==> src/include/rv_settings.svh <==
`ifndef RV_SETTINGS_SVH
`define RV_SETTINGS_SVH

// data path width
`define RV_XLEN 32

// integer register file, x0 included
`define RV_REG_COUNT 32

// unified memory depth in words
`define RV_MEM_WORDS 1024

// fetching from here ends the run
`define RV_EXIT_PC 32'h0000_0ffc

`endif

==> src/logic/rv_isa_pkg.sv <==
package rv_isa_pkg;

	// major opcodes
	localparam logic [6:0] OPC_LOAD   = 7'b000_0011;
	localparam logic [6:0] OPC_STORE  = 7'b010_0011;
	localparam logic [6:0] OPC_OP     = 7'b011_0011;
	localparam logic [6:0] OPC_OP_IMM = 7'b001_0011;
	localparam logic [6:0] OPC_BRANCH = 7'b110_0011;
	localparam logic [6:0] OPC_JAL    = 7'b110_1111;
	localparam logic [6:0] OPC_JALR   = 7'b110_0111;
	localparam logic [6:0] OPC_LUI    = 7'b011_0111;
	localparam logic [6:0] OPC_AUIPC  = 7'b001_0111;
	localparam logic [6:0] OPC_SYSTEM = 7'b111_0011;

	localparam logic [2:0] F3_LW   = 3'b010;
	localparam logic [2:0] F3_SW   = 3'b010;
	localparam logic [2:0] F3_JALR = 3'b000;

	// register and immediate arithmetic
	localparam logic [2:0] F3_ADD  = 3'b000;
	localparam logic [2:0] F3_SLL  = 3'b001;
	localparam logic [2:0] F3_SLT  = 3'b010;
	localparam logic [2:0] F3_SLTU = 3'b011;
	localparam logic [2:0] F3_XOR  = 3'b100;
	localparam logic [2:0] F3_SR   = 3'b101; // srl or sra, by funct7
	localparam logic [2:0] F3_OR   = 3'b110;
	localparam logic [2:0] F3_AND  = 3'b111;

	localparam logic [2:0] F3_BEQ  = 3'b000;
	localparam logic [2:0] F3_BNE  = 3'b001;
	localparam logic [2:0] F3_BLT  = 3'b100;
	localparam logic [2:0] F3_BGE  = 3'b101;
	localparam logic [2:0] F3_BLTU = 3'b110;
	localparam logic [2:0] F3_BGEU = 3'b111;

	localparam logic [2:0] F3_CSRRW  = 3'b001;
	localparam logic [2:0] F3_CSRRS  = 3'b010;
	localparam logic [2:0] F3_CSRRC  = 3'b011;
	localparam logic [2:0] F3_CSRRWI = 3'b101;
	localparam logic [2:0] F3_CSRRSI = 3'b110;
	localparam logic [2:0] F3_CSRRCI = 3'b111;

	localparam logic [6:0] F7_BASE = 7'b000_0000;
	localparam logic [6:0] F7_ALT  = 7'b010_0000; // sub, sra, srai

	localparam logic [31:0] INST_ECALL = 32'h0000_0073;

	localparam logic [11:0] CSR_MTVEC    = 12'h305;
	localparam logic [11:0] CSR_MSCRATCH = 12'h340;
	localparam logic [11:0] CSR_MEPC     = 12'h341;
	localparam logic [11:0] CSR_MCAUSE   = 12'h342;

	localparam logic [31:0] CAUSE_ECALL_M = 32'd11;

endpackage

==> src/logic/rv_ctrl_pkg.sv <==
package rv_ctrl_pkg;

	typedef enum logic [3:0] {
		ALU_ADD, ALU_SUB, ALU_AND, ALU_OR, ALU_XOR,
		ALU_SLL, ALU_SRL, ALU_SRA, ALU_SLT, ALU_SLTU,
		ALU_JALR, // add then clear bit 0
		ALU_COPY1,
		ALU_NONE
	} alu_op_e;

	typedef enum logic [2:0] {
		BR_NONE, BR_BEQ, BR_BNE, BR_BLT, BR_BGE, BR_BLTU, BR_BGEU
	} br_op_e;

	// imz is the 5 bit csr immediate, zero extended
	typedef enum logic [1:0] {OP1_RS1, OP1_PC, OP1_IMZ, OP1_ZERO} op1_sel_e;

	typedef enum logic [2:0] {
		OP2_RS2, OP2_IMI, OP2_IMS, OP2_IMJ, OP2_IMU, OP2_ZERO
	} op2_sel_e;

	typedef enum logic [2:0] {WB_ALU, WB_MEM, WB_PC4, WB_CSR, WB_NONE} wb_sel_e;

	typedef enum logic [2:0] {
		CSR_NONE, CSR_WRITE, CSR_SET, CSR_CLEAR, CSR_ECALL
	} csr_cmd_e;

endpackage

==> src/logic/rv_decoder.sv <==
`timescale 1ns/1ps
`include "rv_settings.svh"

module rv_decoder (
	input  logic [`RV_XLEN-1:0]              instr_i,
	output rv_ctrl_pkg::alu_op_e             alu_op_o,
	output rv_ctrl_pkg::br_op_e              br_op_o,
	output rv_ctrl_pkg::op1_sel_e            op1_sel_o,
	output rv_ctrl_pkg::op2_sel_e            op2_sel_o,
	output rv_ctrl_pkg::wb_sel_e             wb_sel_o,
	output rv_ctrl_pkg::csr_cmd_e            csr_cmd_o,
	output logic                             mem_wen_o,
	output logic                             rf_wen_o,
	output logic                             jump_o,
	output logic [$clog2(`RV_REG_COUNT)-1:0] rs1_addr_o,
	output logic [$clog2(`RV_REG_COUNT)-1:0] rs2_addr_o,
	output logic [$clog2(`RV_REG_COUNT)-1:0] rd_addr_o,
	output logic [`RV_XLEN-1:0]              imm_i_o,
	output logic [`RV_XLEN-1:0]              imm_s_o,
	output logic [`RV_XLEN-1:0]              imm_b_o,
	output logic [`RV_XLEN-1:0]              imm_j_o,
	output logic [`RV_XLEN-1:0]              imm_u_o,
	output logic [`RV_XLEN-1:0]              imm_z_o
);
	import rv_isa_pkg::*;
	import rv_ctrl_pkg::*;

	logic [6:0] opcode;
	logic [2:0] funct3;
	logic [6:0] funct7;
	logic       alt;
	logic       op_legal;
	logic       imm_legal;

	function automatic alu_op_e arith_op(input logic [2:0] f3, input logic alt_form);
		case (f3)
			F3_ADD:  return alt_form ? ALU_SUB : ALU_ADD;
			F3_SLL:  return ALU_SLL;
			F3_SLT:  return ALU_SLT;
			F3_SLTU: return ALU_SLTU;
			F3_XOR:  return ALU_XOR;
			F3_SR:   return alt_form ? ALU_SRA : ALU_SRL;
			F3_OR:   return ALU_OR;
			default: return ALU_AND;
		endcase
	endfunction

	assign opcode = instr_i[6:0];
	assign funct3 = instr_i[14:12];
	assign funct7 = instr_i[31:25];
	assign alt    = (funct7 == F7_ALT);

	assign rs1_addr_o = instr_i[19:15];
	assign rs2_addr_o = instr_i[24:20];
	assign rd_addr_o  = instr_i[11:7];

	assign imm_i_o = {{(`RV_XLEN-12){instr_i[31]}}, instr_i[31:20]};
	assign imm_s_o = {{(`RV_XLEN-12){instr_i[31]}}, instr_i[31:25], instr_i[11:7]};
	assign imm_b_o = {{(`RV_XLEN-13){instr_i[31]}}, instr_i[31], instr_i[7],
		instr_i[30:25], instr_i[11:8], 1'b0};
	assign imm_j_o = {{(`RV_XLEN-21){instr_i[31]}}, instr_i[31], instr_i[19:12],
		instr_i[20], instr_i[30:21], 1'b0};
	assign imm_u_o = {instr_i[31:12], 12'h000};
	assign imm_z_o = {{(`RV_XLEN-5){1'b0}}, instr_i[19:15]};

	// only add/sub and srl/sra have an alternate funct7
	assign op_legal  = (funct7 == F7_BASE) || (alt && (funct3 == F3_ADD || funct3 == F3_SR));
	assign imm_legal = (funct3 == F3_SLL) ? (funct7 == F7_BASE) :
		(funct3 == F3_SR) ? (funct7 == F7_BASE || alt) : 1'b1;

	always_comb begin
		alu_op_o  = ALU_NONE;
		br_op_o   = BR_NONE;
		op1_sel_o = OP1_ZERO;
		op2_sel_o = OP2_ZERO;
		wb_sel_o  = WB_NONE;
		csr_cmd_o = CSR_NONE;
		mem_wen_o = 1'b0;
		rf_wen_o  = 1'b0;
		jump_o    = 1'b0;
		case (opcode)
			OPC_LOAD: if (funct3 == F3_LW) begin
				alu_op_o  = ALU_ADD;
				op1_sel_o = OP1_RS1;
				op2_sel_o = OP2_IMI;
				wb_sel_o  = WB_MEM;
				rf_wen_o  = 1'b1;
			end
			OPC_STORE: if (funct3 == F3_SW) begin
				alu_op_o  = ALU_ADD;
				op1_sel_o = OP1_RS1;
				op2_sel_o = OP2_IMS;
				mem_wen_o = 1'b1;
			end
			OPC_OP: if (op_legal) begin
				alu_op_o  = arith_op(funct3, alt);
				op1_sel_o = OP1_RS1;
				op2_sel_o = OP2_RS2;
				wb_sel_o  = WB_ALU;
				rf_wen_o  = 1'b1;
			end
			OPC_OP_IMM: if (imm_legal) begin
				alu_op_o  = arith_op(funct3, alt && funct3 == F3_SR); // addi has no sub form
				op1_sel_o = OP1_RS1;
				op2_sel_o = OP2_IMI;
				wb_sel_o  = WB_ALU;
				rf_wen_o  = 1'b1;
			end
			OPC_BRANCH: begin
				op1_sel_o = OP1_RS1;
				op2_sel_o = OP2_RS2;
				case (funct3)
					F3_BEQ:  br_op_o = BR_BEQ;
					F3_BNE:  br_op_o = BR_BNE;
					F3_BLT:  br_op_o = BR_BLT;
					F3_BGE:  br_op_o = BR_BGE;
					F3_BLTU: br_op_o = BR_BLTU;
					F3_BGEU: br_op_o = BR_BGEU;
					default: br_op_o = BR_NONE;
				endcase
			end
			OPC_JAL: begin
				alu_op_o  = ALU_ADD;
				op1_sel_o = OP1_PC;
				op2_sel_o = OP2_IMJ;
				wb_sel_o  = WB_PC4;
				rf_wen_o  = 1'b1;
				jump_o    = 1'b1;
			end
			OPC_JALR: if (funct3 == F3_JALR) begin
				alu_op_o  = ALU_JALR;
				op1_sel_o = OP1_RS1;
				op2_sel_o = OP2_IMI;
				wb_sel_o  = WB_PC4;
				rf_wen_o  = 1'b1;
				jump_o    = 1'b1;
			end
			OPC_LUI, OPC_AUIPC: begin
				alu_op_o  = ALU_ADD;
				op1_sel_o = (opcode == OPC_AUIPC) ? OP1_PC : OP1_ZERO;
				op2_sel_o = OP2_IMU;
				wb_sel_o  = WB_ALU;
				rf_wen_o  = 1'b1;
			end
			OPC_SYSTEM: begin
				case (funct3)
					F3_CSRRW, F3_CSRRWI: csr_cmd_o = CSR_WRITE;
					F3_CSRRS, F3_CSRRSI: csr_cmd_o = CSR_SET;
					F3_CSRRC, F3_CSRRCI: csr_cmd_o = CSR_CLEAR;
					default: csr_cmd_o = (instr_i == INST_ECALL) ? CSR_ECALL : CSR_NONE;
				endcase
				if (csr_cmd_o inside {CSR_WRITE, CSR_SET, CSR_CLEAR}) begin
					alu_op_o  = ALU_COPY1;
					op1_sel_o = funct3[2] ? OP1_IMZ : OP1_RS1; // immediate forms
					wb_sel_o  = WB_CSR;
					rf_wen_o  = 1'b1;
				end
			end
			default: ;
		endcase
	end

	always_comb begin
		assert (!(mem_wen_o && rf_wen_o))
			else $error("store decoded with register write, instr %h", instr_i);
	end

endmodule

==> src/logic/rv_exec_unit.sv <==
`timescale 1ns/1ps
`include "rv_settings.svh"

module rv_exec_unit (
	input  rv_ctrl_pkg::alu_op_e  alu_op_i,
	input  rv_ctrl_pkg::br_op_e   br_op_i,
	input  logic [`RV_XLEN-1:0]   op1_i,
	input  logic [`RV_XLEN-1:0]   op2_i,
	output logic [`RV_XLEN-1:0]   alu_result_o,
	output logic                  branch_taken_o
);
	import rv_ctrl_pkg::*;

	logic [4:0] shamt;
	logic       eq;
	logic       lt_s;
	logic       lt_u;

	assign shamt = op2_i[4:0];
	assign eq    = (op1_i == op2_i);
	assign lt_s  = ($signed(op1_i) < $signed(op2_i));
	assign lt_u  = (op1_i < op2_i);

	always_comb begin
		case (alu_op_i)
			ALU_ADD:   alu_result_o = op1_i + op2_i;
			ALU_SUB:   alu_result_o = op1_i - op2_i;
			ALU_AND:   alu_result_o = op1_i & op2_i;
			ALU_OR:    alu_result_o = op1_i | op2_i;
			ALU_XOR:   alu_result_o = op1_i ^ op2_i;
			ALU_SLL:   alu_result_o = op1_i << shamt;
			ALU_SRL:   alu_result_o = op1_i >> shamt;
			ALU_SRA:   alu_result_o = $signed(op1_i) >>> shamt;
			ALU_SLT:   alu_result_o = {{(`RV_XLEN-1){1'b0}}, lt_s};
			ALU_SLTU:  alu_result_o = {{(`RV_XLEN-1){1'b0}}, lt_u};
			ALU_JALR:  alu_result_o = (op1_i + op2_i) & ~`RV_XLEN'(1);
			ALU_COPY1: alu_result_o = op1_i;
			default:   alu_result_o = '0;
		endcase
	end

	// bge is the complement of blt, equal operands included
	always_comb begin
		case (br_op_i)
			BR_BEQ:  branch_taken_o = eq;
			BR_BNE:  branch_taken_o = !eq;
			BR_BLT:  branch_taken_o = lt_s;
			BR_BGE:  branch_taken_o = !lt_s;
			BR_BLTU: branch_taken_o = lt_u;
			BR_BGEU: branch_taken_o = !lt_u;
			default: branch_taken_o = 1'b0;
		endcase
	end

endmodule

==> src/logic/rv_csr_file.sv <==
`timescale 1ns/1ps
`include "rv_settings.svh"

module rv_csr_file (
	input  logic                  clk,
	input  logic                  rst_n,
	input  logic [11:0]           addr_i,
	input  rv_ctrl_pkg::csr_cmd_e cmd_i,
	input  logic [`RV_XLEN-1:0]   wdata_i,
	input  logic                  wen_i,
	output logic [`RV_XLEN-1:0]   rdata_o,
	output logic [`RV_XLEN-1:0]   trap_vector_o
);
	import rv_isa_pkg::*;
	import rv_ctrl_pkg::*;

	logic [`RV_XLEN-1:0] mtvec;
	logic [`RV_XLEN-1:0] mcause;
	logic [`RV_XLEN-1:0] mscratch;
	logic [`RV_XLEN-1:0] mepc;

	always_ff @(posedge clk) begin
		if (!rst_n) begin
			mtvec    <= '0;
			mcause   <= '0;
			mscratch <= '0;
			mepc     <= '0;
		end else if (wen_i && cmd_i != CSR_NONE) begin
			// ecall arrives addressed to mcause with the cause code as data
			case (addr_i)
				CSR_MTVEC:    mtvec    <= wdata_i;
				CSR_MCAUSE:   mcause   <= wdata_i;
				CSR_MSCRATCH: mscratch <= wdata_i;
				CSR_MEPC:     mepc     <= wdata_i;
				default: ;
			endcase
		end
	end

	always_comb begin
		case (addr_i)
			CSR_MTVEC:    rdata_o = mtvec;
			CSR_MCAUSE:   rdata_o = mcause;
			CSR_MSCRATCH: rdata_o = mscratch;
			CSR_MEPC:     rdata_o = mepc;
			default:      rdata_o = '0; // unimplemented reads as zero
		endcase
	end

	assign trap_vector_o = mtvec;

	// the core's csr phase is one cycle, always followed by execute
	wen_single_pulse: assert property (@(posedge clk) disable iff (!rst_n) wen_i |=> !wen_i)
		else $error("csr write enable held for two cycles");

endmodule

==> src/logic/rv_core.sv <==
`timescale 1ns/1ps
`include "rv_settings.svh"

module rv_core (
	input  logic                clk,
	input  logic                rst_n,
	output logic [`RV_XLEN-1:0] imem_addr_o,
	input  logic [`RV_XLEN-1:0] imem_rdata_i,
	output logic [`RV_XLEN-1:0] dmem_addr_o,
	output logic                dmem_wen_o,
	output logic [`RV_XLEN-1:0] dmem_wdata_o,
	input  logic [`RV_XLEN-1:0] dmem_rdata_i,
	output logic                exit_o,
	output logic [`RV_XLEN-1:0] gp_o
);
	import rv_isa_pkg::*;
	import rv_ctrl_pkg::*;

	localparam int REG_AW = $clog2(`RV_REG_COUNT);

	// settle, optional csr write, execute
	typedef enum logic [1:0] {PH_SETTLE, PH_CSR, PH_EXEC} phase_e;

	phase_e              phase;
	logic [`RV_XLEN-1:0] regs [`RV_REG_COUNT];
	logic [`RV_XLEN-1:0] pc, pc_plus4, next_pc;

	alu_op_e             alu_op;
	br_op_e              br_op;
	op1_sel_e            op1_sel;
	op2_sel_e            op2_sel;
	wb_sel_e             wb_sel;
	csr_cmd_e            csr_cmd;
	logic                mem_wen, rf_wen, jump;
	logic [REG_AW-1:0]   rs1_addr, rs2_addr, rd_addr;
	logic [`RV_XLEN-1:0] imm_i, imm_s, imm_b, imm_j, imm_u, imm_z;

	logic [`RV_XLEN-1:0] rs1_data, rs2_data, op1, op2;
	logic [`RV_XLEN-1:0] alu_result, wb_data;
	logic                branch_taken;
	logic [11:0]         csr_addr;
	logic                csr_wen;
	logic [`RV_XLEN-1:0] csr_wdata, csr_rdata, csr_old, trap_vector;

	rv_decoder rv_decoder_i (
		.instr_i(imem_rdata_i), .alu_op_o(alu_op), .br_op_o(br_op),
		.op1_sel_o(op1_sel), .op2_sel_o(op2_sel), .wb_sel_o(wb_sel), .csr_cmd_o(csr_cmd),
		.mem_wen_o(mem_wen), .rf_wen_o(rf_wen), .jump_o(jump),
		.rs1_addr_o(rs1_addr), .rs2_addr_o(rs2_addr), .rd_addr_o(rd_addr),
		.imm_i_o(imm_i), .imm_s_o(imm_s), .imm_b_o(imm_b),
		.imm_j_o(imm_j), .imm_u_o(imm_u), .imm_z_o(imm_z)
	);

	rv_exec_unit rv_exec_unit_i (
		.alu_op_i(alu_op), .br_op_i(br_op), .op1_i(op1), .op2_i(op2),
		.alu_result_o(alu_result), .branch_taken_o(branch_taken)
	);

	rv_csr_file rv_csr_file_i (
		.clk(clk), .rst_n(rst_n), .addr_i(csr_addr), .cmd_i(csr_cmd),
		.wdata_i(csr_wdata), .wen_i(csr_wen),
		.rdata_o(csr_rdata), .trap_vector_o(trap_vector)
	);

	assign rs1_data = (rs1_addr == '0) ? '0 : regs[rs1_addr]; // x0 reads zero
	assign rs2_data = (rs2_addr == '0) ? '0 : regs[rs2_addr];
	assign gp_o     = regs[3];

	always_comb begin
		case (op1_sel)
			OP1_RS1: op1 = rs1_data;
			OP1_PC:  op1 = pc;
			OP1_IMZ: op1 = imm_z;
			default: op1 = '0;
		endcase
		case (op2_sel)
			OP2_RS2: op2 = rs2_data;
			OP2_IMI: op2 = imm_i;
			OP2_IMS: op2 = imm_s;
			OP2_IMJ: op2 = imm_j;
			OP2_IMU: op2 = imm_u;
			default: op2 = '0;
		endcase
	end

	assign csr_addr = (csr_cmd == CSR_ECALL) ? CSR_MCAUSE : imm_i[11:0];
	assign csr_wen  = (phase == PH_CSR);

	always_comb begin
		case (csr_cmd)
			CSR_WRITE: csr_wdata = op1;
			CSR_SET:   csr_wdata = csr_rdata | op1;
			CSR_CLEAR: csr_wdata = csr_rdata & ~op1;
			CSR_ECALL: csr_wdata = CAUSE_ECALL_M;
			default:   csr_wdata = '0;
		endcase
		case (wb_sel)
			WB_MEM:  wb_data = dmem_rdata_i;
			WB_PC4:  wb_data = pc_plus4;
			WB_CSR:  wb_data = csr_old; // value before the csr phase write
			default: wb_data = alu_result;
		endcase
	end

	assign pc_plus4 = pc + `RV_XLEN'(4);
	assign next_pc  = branch_taken ? pc + imm_b :
		jump ? alu_result :
		(csr_cmd == CSR_ECALL) ? trap_vector : pc_plus4;

	assign imem_addr_o  = pc;
	assign dmem_addr_o  = alu_result;
	assign dmem_wdata_o = rs2_data;
	assign dmem_wen_o   = mem_wen && (phase == PH_EXEC);
	assign exit_o       = (pc == `RV_EXIT_PC);

	always_ff @(posedge clk) begin
		if (!rst_n) begin
			phase <= PH_SETTLE;
			pc    <= '0;
			for (int i = 0; i < `RV_REG_COUNT; i++) begin
				regs[i] <= '0;
			end
		end else begin
			case (phase)
				PH_SETTLE: if (!exit_o) begin // parked at exit
					phase <= (csr_cmd != CSR_NONE) ? PH_CSR : PH_EXEC;
				end
				PH_CSR: phase <= PH_EXEC;
				default: begin
					phase <= PH_SETTLE;
					pc    <= next_pc;
					if (rf_wen) begin
						regs[rd_addr] <= wb_data;
					end
				end
			endcase
		end
	end

	always_ff @(posedge clk) begin
		if (csr_wen) begin
			csr_old <= csr_rdata;
		end
	end

	pc_word_aligned: assert property (@(posedge clk) disable iff (!rst_n) pc[1:0] == 2'b00)
		else $error("pc misaligned %h", pc);

endmodule

==> config.mk <==
export PLATFORM = sky130hd
export DESIGN_NAME = rv_core
export DESIGN_NICKNAME = d
export VERILOG_FILES = /design/src/logic/rv_isa_pkg.sv /design/src/logic/rv_ctrl_pkg.sv /design/src/logic/rv_decoder.sv /design/src/logic/rv_exec_unit.sv /design/src/logic/rv_csr_file.sv /design/src/logic/rv_core.sv
export VERILOG_INCLUDE_DIRS = /design/src /design/src/include
export SDC_FILE = /design/constraint.sdc
export NUM_CORES = 2
export LEC_CHECK = 0
export BUFFER_PORTS_ARGS = -buffer_cell sky130_fd_sc_hd__buf_2
export CORE_MARGIN = 2
export CORE_UTILIZATION = 35
export CTS_CLUSTER_SIZE = 14
export DETAILED_ROUTE_END_ITERATION = 8
export PLACE_DENSITY_LB_ADDON = 0.05
export RECOVER_POWER = 50
export SYNTH_ARGS = -nofsm -noshare
export SYNTH_HDL_FRONTEND = slang
export SYNTH_SLANG_ARGS = --single-unit
==> constraint.sdc <==
create_clock -name clk -period 7.4 [get_ports clk]
set_input_delay 0.74 -clock clk [delete_from_list [all_inputs] [get_ports clk]]
set_output_delay 0.74 -clock clk [all_outputs]
set_load 0.02 [all_outputs]
# --- Yosys cells after proc, flatten, opt, wreduce, memory -nomap -nowiden ---
# Memory sizes are Yosys's and may differ from the RTL's.
# Cells that the tools add are included.
op_classes:
  n_addsub: 4
  n_lt_le_gt_ge: 2
  eq_ne: 61
  shift: 3
  n_mux: 72
  n_bitwise: 6
  n_reduce_logical: 32
op_table:
  columns: ["op", "count"]
  rows:
  - ["32-bit case mux with 12 select lines", 1]
  - ["32-bit case mux with 4 select lines", 2]
  - ["32-bit two-way mux", 6]
  - ["32-bit case mux with 3 select lines", 2]
  - ["32-bit case mux with 5 select lines", 1]
  - ["32-bit adder", 2]
  - ["32-bit AND", 2]
  - ["32-bit less-than comparator", 2]
  - ["32-bit bitwise OR", 2]
  - ["4-bit case mux with 7 select lines", 2]
  - ["12-bit by 10-bit equality test with 1-bit output (second input constant)", 4]
  - ["3-bit two-way mux", 16]
  - ["3-bit by 2-bit equality test with 1-bit output (second input constant)", 12]
  - ["32-bit by 3-bit adder with 32-bit output (second input constant)", 1]
  - ["32-bit by 12-bit equality test with 1-bit output (second input constant)", 1]
  - ["32-bit equality test", 1]
  - ["32-bit by 7-bit equality test with 1-bit output (second input constant)", 1]
  - ["32-bit inverter", 1]
  - ["32-bit OR reduction", 1]
  - ["32-bit by 5-bit left shift with 32-bit output", 1]
  - ["32-bit by 5-bit right shift with 32-bit output", 1]
  - ["32-bit by 5-bit >>> shifter with 32-bit output", 1]
  - ["32-bit subtractor", 1]
  - ["32-bit bitwise XOR", 1]
  - ["other kinds (39)", 115]
word_totals:
  regBits: 194
  ram_bits: 1024
  inputBits: 66
  output_inout_bits: 130
  elab_cells: 188
  memories: 1
mem_list:
  columns: ["name", "depth", "word_bits", "read_ports", "rd_clocked_by_memory_dff", "wr", "line_no", "text"]
  rows:
  - ["regs", 32, 32, 3, 0, 32, "rv_core.sv:25", "logic [`RV_XLEN-1:0] regs [`RV_REG_COUNT];"]

# --- Longest topological paths before layout ---
logic_depth:
  ltp_word: 14
  depth_mapped: 32
  depth_no_buf: 23

# --- Hierarchy ---
# A second synthesis with hierarchy kept.
hier_totals:
  hier_cells: 6546
  area_unflattened_um2: 76565.9
modules_own_cells:
  columns: ["module", "instances", "cells_per_inst", "area_per_inst_um2", "seq_area_each_um2"]
  rows:
  - ["rv_core", 1, 4344, 59891.2, 32391.1]
  - ["rv_exec_unit", 1, 1301, 8863.5, 0.0]
  - ["rv_csr_file", 1, 573, 5511.5, 2562.5]
  - ["rv_decoder", 1, 328, 2299.7, 0.0]

# --- Least setup slack after synthesis ---
# No wires, ideal clock.
synth_timing:
  kind: "input -> output"
  from: "input port imem_rdata_i[20]"
  to: "output port dmem_addr_o[31]"
  t_arrival_ns: 7.459
  required_ns: 6.660
  path_slack_ns: -0.799
  cell_stages: 25
  path_buffers: 7
  path_cell_list: "buf_4 buf_4 buf_4 buf_4 buf_2 clkbuf_1 buf_1 mux4_2 mux4_2 nand2_1 o21ai_0 a221oi_1 ha_1 or3_1 nor3_1 a21boi_0 o31ai_1 o31a_1 o31ai_1 o21ai_0 o31ai_1 a31oi_1 xnor2_1 o221ai_2 or2_2"
synth_via:
  word_cells_on_any_way: 41
  cone_classes: "2 x add/sub; 17 x eq/ne; 3 x shift; 11 x mux; 3 x bitwise; 4 x reduce/logical; 1 x memory"
synth_lines:
  columns: ["element", "line_no", "text"]
  rows:
  - ["start: declaration", "rv_core.sv:8", "input logic [`RV_XLEN-1:0] imem_rdata_i,"]
  - ["memory 32 x 32 bit / 5-bit zero test (equally long branches)", null, null]
  - ["32-bit two-way mux *", "rv_core.sv:66", "assign rs2_data = (rs2_addr == '0) ? '0 : regs[rs2_addr];"]
  - ["net dmem_wdata_o[19]", "rv_core.sv:11", "output logic [`RV_XLEN-1:0] dmem_wdata_o,"]
  - ["32-bit case mux with 5 select lines *", "rv_core.sv:76", "case (op2_sel)"]
  - ["32-bit adder / 32-bit subtractor (equally long branches)", "rv_exec_unit.sv:26, rv_exec_unit.sv:36, rv_exec_unit.sv:27", null]
  - ["32-bit case mux with 12 select lines *", "rv_exec_unit.sv:25", "case (alu_op_i)"]
  - ["end: declaration", "rv_core.sv:9", "output logic [`RV_XLEN-1:0] dmem_addr_o,"]
# The timed path passes the listed nets; every way through them passes the cells marked *. The select of a mux whose other input is x is not followed.

# --- Worst setup path after layout ---
layout_timing:
  from: "input port imem_rdata_i[18]"
  to: "register pc[28], in the netlist imem_addr_o[28]"
layout_via:
  elab_chain_cells: 14
  word_cells_on_any_way: 53
  cone_classes: "2 x add/sub; 2 x order compare; 19 x eq/ne; 3 x shift; 16 x mux; 3 x bitwise; 7 x reduce/logical; 1 x memory"
layout_rtl:
  columns: ["element", "line_no", "text"]
  rows:
  - ["32-bit by 7-bit equality test with 1-bit output", "rv_decoder.sv:150", "default: csr_cmd_o = (instr_i == INST_ECALL) ? CSR_ECALL : CSR_NONE;"]
  - ["3-bit two-way mux", "rv_decoder.sv:150", null]
  - ["3-bit case mux with 3 select lines", "rv_decoder.sv:146", "case (funct3)"]
  - ["3-bit two-way mux", "rv_decoder.sv:81", "case (opcode)"]
  - ["3-bit by 1-bit equality test with 1-bit output / 3-bit by 2-bit equality test with 1-bit output (equally long branches)", "rv_decoder.sv:152", "if (csr_cmd_o inside {CSR_WRITE, CSR_SET, CSR_CLEAR}) begin"]
  - ["3-bit nonzero test", "rv_decoder.sv:152", null]
  - ["2-bit two-way mux", "rv_decoder.sv:152", null]
  - ["2-bit case mux with 8 select lines", "rv_decoder.sv:81", null]
  - ["2-bit equality test (tied with other cells)", "rv_core.sv:70", "case (op1_sel)"]
  - ["32-bit case mux with 3 select lines", "rv_core.sv:70", null]
  - ["32-bit adder (tied with other cells)", "rv_exec_unit.sv:26, rv_exec_unit.sv:36", null]
  - ["32-bit case mux with 12 select lines (tied with other cells)", "rv_exec_unit.sv:25", null]
  - ["32-bit two-way mux / 1-bit case mux with 6 select lines (equally long branches)", "rv_core.sv:107, rv_exec_unit.sv:44", null]
  - ["32-bit two-way mux *", "rv_core.sv:106", "assign next_pc = branch_taken ? pc + imm_b :"]
  - ["end signal: assignment", "rv_core.sv:131", "pc <= next_pc;"]
  - ["end: declaration", "rv_core.sv:26", "logic [`RV_XLEN-1:0] pc, pc_plus4, next_pc;"]
# Mark *: on every way between the ends. The rest lies on a longest branch, timed or not. The select of a mux whose other input is x is not followed.
# A chain may end at the register's enable or synchronous reset.

==> summary by stage <==
Logic synthesis
In the synthesized netlist the async set-or-reset flop fraction comes to 0. By area, the combinational part of the netlist is dominated by multiplexers. Synthesis produced a netlist whose cell count is 6880. Summed over all instances, the cell type with the most area after synthesis is sky130_fd_sc_hd__edfxtp_1. The post-synth design cell area is about 0.076 mm². In the post-synthesis netlist, the cell with the most instances is sky130_fd_sc_hd__nor2_1. Among all flip-flop cells after synthesis, the most frequent one is sky130_fd_sc_hd__edfxtp_1. After synthesis, the mean cell area works out to ~11 µm². In the post-synthesis netlist, the biggest area contributors are sky130_fd_sc_hd__edfxtp_1, sky130_fd_sc_hd__mux4_2, sky130_fd_sc_hd__nor2_1. Counting flops with a built-in enable in the synthesized netlist gives between 1k and 1.5k. When the netlist entered floorplanning its net count stood at just over 7k.

The compound-gate portion of the synthesized area was 0.1370. The number of register bits inferred by synthesis is ~1.2k. The Yosys warning count is 0. By count the netlist is led by sky130_fd_sc_hd__nor2_1, sky130_fd_sc_hd__edfxtp_1, sky130_fd_sc_hd__nand2_1, sky130_fd_sc_hd__mux4_2, sky130_fd_sc_hd__clkbuf_1. The xor and xnor fraction of the mapped netlist area is 0.008323.

The area share of fa/ha/maj cells after synthesis is 0.02193. The sequential cell area fraction in the yosys report is 0.4613. Yosys mapped the design onto 112 distinct sky130hd cell types.

Of the total synthesized cell area, the portion taken by AND, OR, NAND and NOR gates is 0.1397. Of the post-synthesis cell area, the part taken by muxes is 0.1844. Of the post-synthesis cell area, the dominant cell type holds 0.4185.

Timing
The worst path in the final design needs a cycle of about 7.7 ns, including I/O delays and setup. The number of hold violations in the final report is 0. Measured against its own limit, the worst slew margin works out to -0.9058. Based on the critical path, the design can be clocked at up to about 0.13 GHz. Dividing the final minimum period by the clock period gives 1.039. Across all setup checks in the final design, the least slack found is -0.2918 ns. The final clock skew is approximately 0.06 ns. At the pin with the least slew margin, the transition time is approximately 2.9 ns. The number of setup violations in the final report is 5. Setup repair after global routing could not meet its margin everywhere. Hold is met by ~0.35 ns. The max-slew violation count is 70.

Run
Max-cap violations in this run came to 2.

Final layout
At the end of the flow the core is filled with cells to 0.4353. The finished cells cover approximately 0.094 mm². The signed area change from the synthesized netlist to the final layout is 23.43%. The proportion of layout cells with a drive suffix above 1 is 0.2971.

The final cell count without fillers is about 11k. The total number of nets in the final design is around 7.9k.

GRT
The initial antenna violation count is 28. The layer with the highest usage after global routing is met2. The global routing met3 resource utilization is 0.06851. The met1 layer usage reported by global route is 0.4974. The first global-routing pass estimated 591300 µm of wire. The total global routing track utilization is 0.3922.

The residual overflow from global routing is 0. Entering global routing, the biggest net connects 82 pins. The via count of the first global-routing pass is roughly 67k. For this run, global-route usage on met2 was measured as 0.6100.

Critical path
The slowest cell on the critical path is sky130_fd_sc_hd__a211oi_4. The most repeated library cell on the critical path is sky130_fd_sc_hd__buf_4. In this run the worst path has a maximum fanout of 14. The signal on the critical path passes through buf_4 > buf_8 > buf_8 > and2_1 > buf_4 > buf_12 > buf_4 > a22oi_1 > and3_1 > nor4_1 > o21a_1 > ha_1 > inv_1 > o21ai_0 > a21oi_1 > o21ai_0 > a21oi_1 > a31oi_1 > buf_4 > a21oi_1 > o311a_1 > nand2_1 > a211oi_4 > a211oi_1. For the worst setup path, the data required time is around 8.1 ns. The data arrival at the endpoint of the critical path is about 8.4 ns.

The worst setup path category is in2reg. The largest incremental delay on the critical path is ~0.8 ns. STA classifies the critical path endpoint as a flip-flop. The worst setup path is launched from an input port.

Place
The HPWL after detailed placement is between 300000 and 400000 µm. The global placer's final weighted congestion is ~1.0. The port buffer count is just under 200. The number of cells in the design after placement is 10.29k.

The placed instances occupy a cell area of between 0.08 and 0.09 mm².

Clock tree
For the worst-skew pair, the clock arrives at the later sink with an insertion delay of 0.86 ns. Clock-pin slew was measured on the worst setup and hold paths at 0.06 ns. Clock tree synthesis found a total of 1218 sinks. Buffers inserted to repair hold after CTS numbered 0. The H-tree depth reported by CTS is 4. TritonCTS built the clock tree. TritonCTS created approximately 150 clock buffers. The clock root buffer is sky130_fd_sc_hd__clkbuf_16.

The maximum number of buffers from clock root to sink is 3.

Route
Once detail routing completed, the nets flagged for antenna violations numbered 0. The via total after detailed routing is approximately 70k. The detailed-routing iteration count for the pre-antenna-repair pass is 7. The number of DRC violations after detailed-routing iteration 0 is approximately 11k. The average via count per standard cell is between 6 and 7. The per-cell routed wire length is roughly 42 µm.

In the routed design, unresolved DRC markers number 0. The final layout contains routed wiring with a total length of approximately 440000 µm.

Min path
In this run the worst hold path is classified as in2reg.

Floorplanning
The site row count is 170. The horizontal die dimension is between 400 and 500 µm. After floorplanning, the core was sized to cover roughly 0.21 mm².

For this configuration, the core starts out at a cell density of 0.3527. The floorplan die height is approximately 470 µm. The floorplan step defined a die boundary enclosing around 0.22 mm². The count of boundary I/O pins is 196.

Run status
The flow ran to the end, but the final reports show violations. The final reports fail on capacitance limit, slew limit, setup timing.

Power and ir drop
The worst voltage drop across the vdd grid is around 0.00025 V. The total power per unit cell area is roughly 190 mW/mm². The design draws 17.79 mW.

The analysis attributes to cell leakage a power of between 30 and 40 nW.
[critical path: cells and delay by family]
family | cells | cell delay [ns]
AOI/OAI and AO/OA | 11 | 3.82
adders and majority gates | 1 | 0.39
buffers and inverters | 8 | 1.59
and+or+nand+nor | 4 | 1.78
[metrics by stage]
step	worst slack [ns]	setup TNS (ns)
floorplan	0.0009659	0
global placement	-1.728	-403.58
detailed placement	-1.616	-409.14
CTS	0.001015	0
global route	-0.2042	-0.3489
finish	-0.2918	-0.5973
[layer usage]
metal,vias to the layer above,share of wire,routed length [µm]
met5,-,0.00021,93
met4,14,0.085,37750
met3,1055,0.089,39340
met2,4631,0.45,198300
met1,35940,0.38,168400
li1,27860,-,-
[cells in the final DEF (no fill, tap or decap), drive strengths merged, types with 30 or more instances in the layout]
cell	n
a21oi	208
nor2b	35
nor3	217
o22ai	35
a222oi	41
clkinv	51
and3	36
clkbuf	228
inv	147
xnor2	43
o211ai	105
a221oi	59
nor4	67
a31oi	32
o21ai	246
mux2i	230
nand3	95
mux2	40
edfxtp	1056
a21o	43
nor2	1082
ha	128
a21boi	120
a211oi	124
dfxtp	162
o221ai	63
and2	30
nand4	32
mux4	498
a22oi	81
buf	1266
nand2	726
[layout make-up]
type	count	area (µm²)
fillers	20520	121300
multi-input cells	4849	38700
clock inverters	62	554.3
diodes	11	27.53
clock buffers	194	3906
inverters	143	541.8
flip-flops and latches	1218	34950
repair buffers	1308	11280
well taps	2838	3551
[worst paths after layout]
path                                 start                        endpoint  cells past startpoint  slack (ns)
hold / removal                       rst_n  rv_csr_file_i.trap_vector_o[0]                      2        0.35
setup reg to reg               regs[27][0]                 imem_addr_o[28]                     23        0.19
hold reg to reg   rv_csr_file_i.mcause[15]        rv_csr_file_i.mcause[15]                      2        0.46
setup / recovery          imem_rdata_i[18]                 imem_addr_o[28]                     24       -0.29
[logic make-up after synthesis]
family,count (synthesis)
adder cells (fa/ha/maj),131
AND/OR/NAND/NOR,2441
flip-flops,1218
XOR/XNOR,72
buffers and inverters,813
multiplexers,768
AO/OA/AOI/OAI,1437
[registers in the layout, indices dropped and copies added, names as in the netlist]
signal	cells
csr_old	32
imem_addr_o	32
phase	2
regs	1024
rv_csr_file_i.mcause	32
rv_csr_file_i.mepc	32
rv_csr_file_i.mscratch	32
rv_csr_file_i.trap_vector_o	32
[repair_timing]
action | CTS | global route
cloned | 8 | 1
pin swaps | 31 | 38
buffers inserted | 24 | 31
gates resized for setup | 122 | 95
endpoints found under the setup margin | 135 | 20
[report_power, final]
group | total, mW | internal, mW | switching, mW
clock network | 6.96 | 3.86 | 3.10
logic | 3.06 | 1.19 | 1.87
registers | 7.77 | 7.64 | 0.134
total | 17.8 | 12.7 | 5.10
Note: power is estimated with default switching activity, not from simulation.
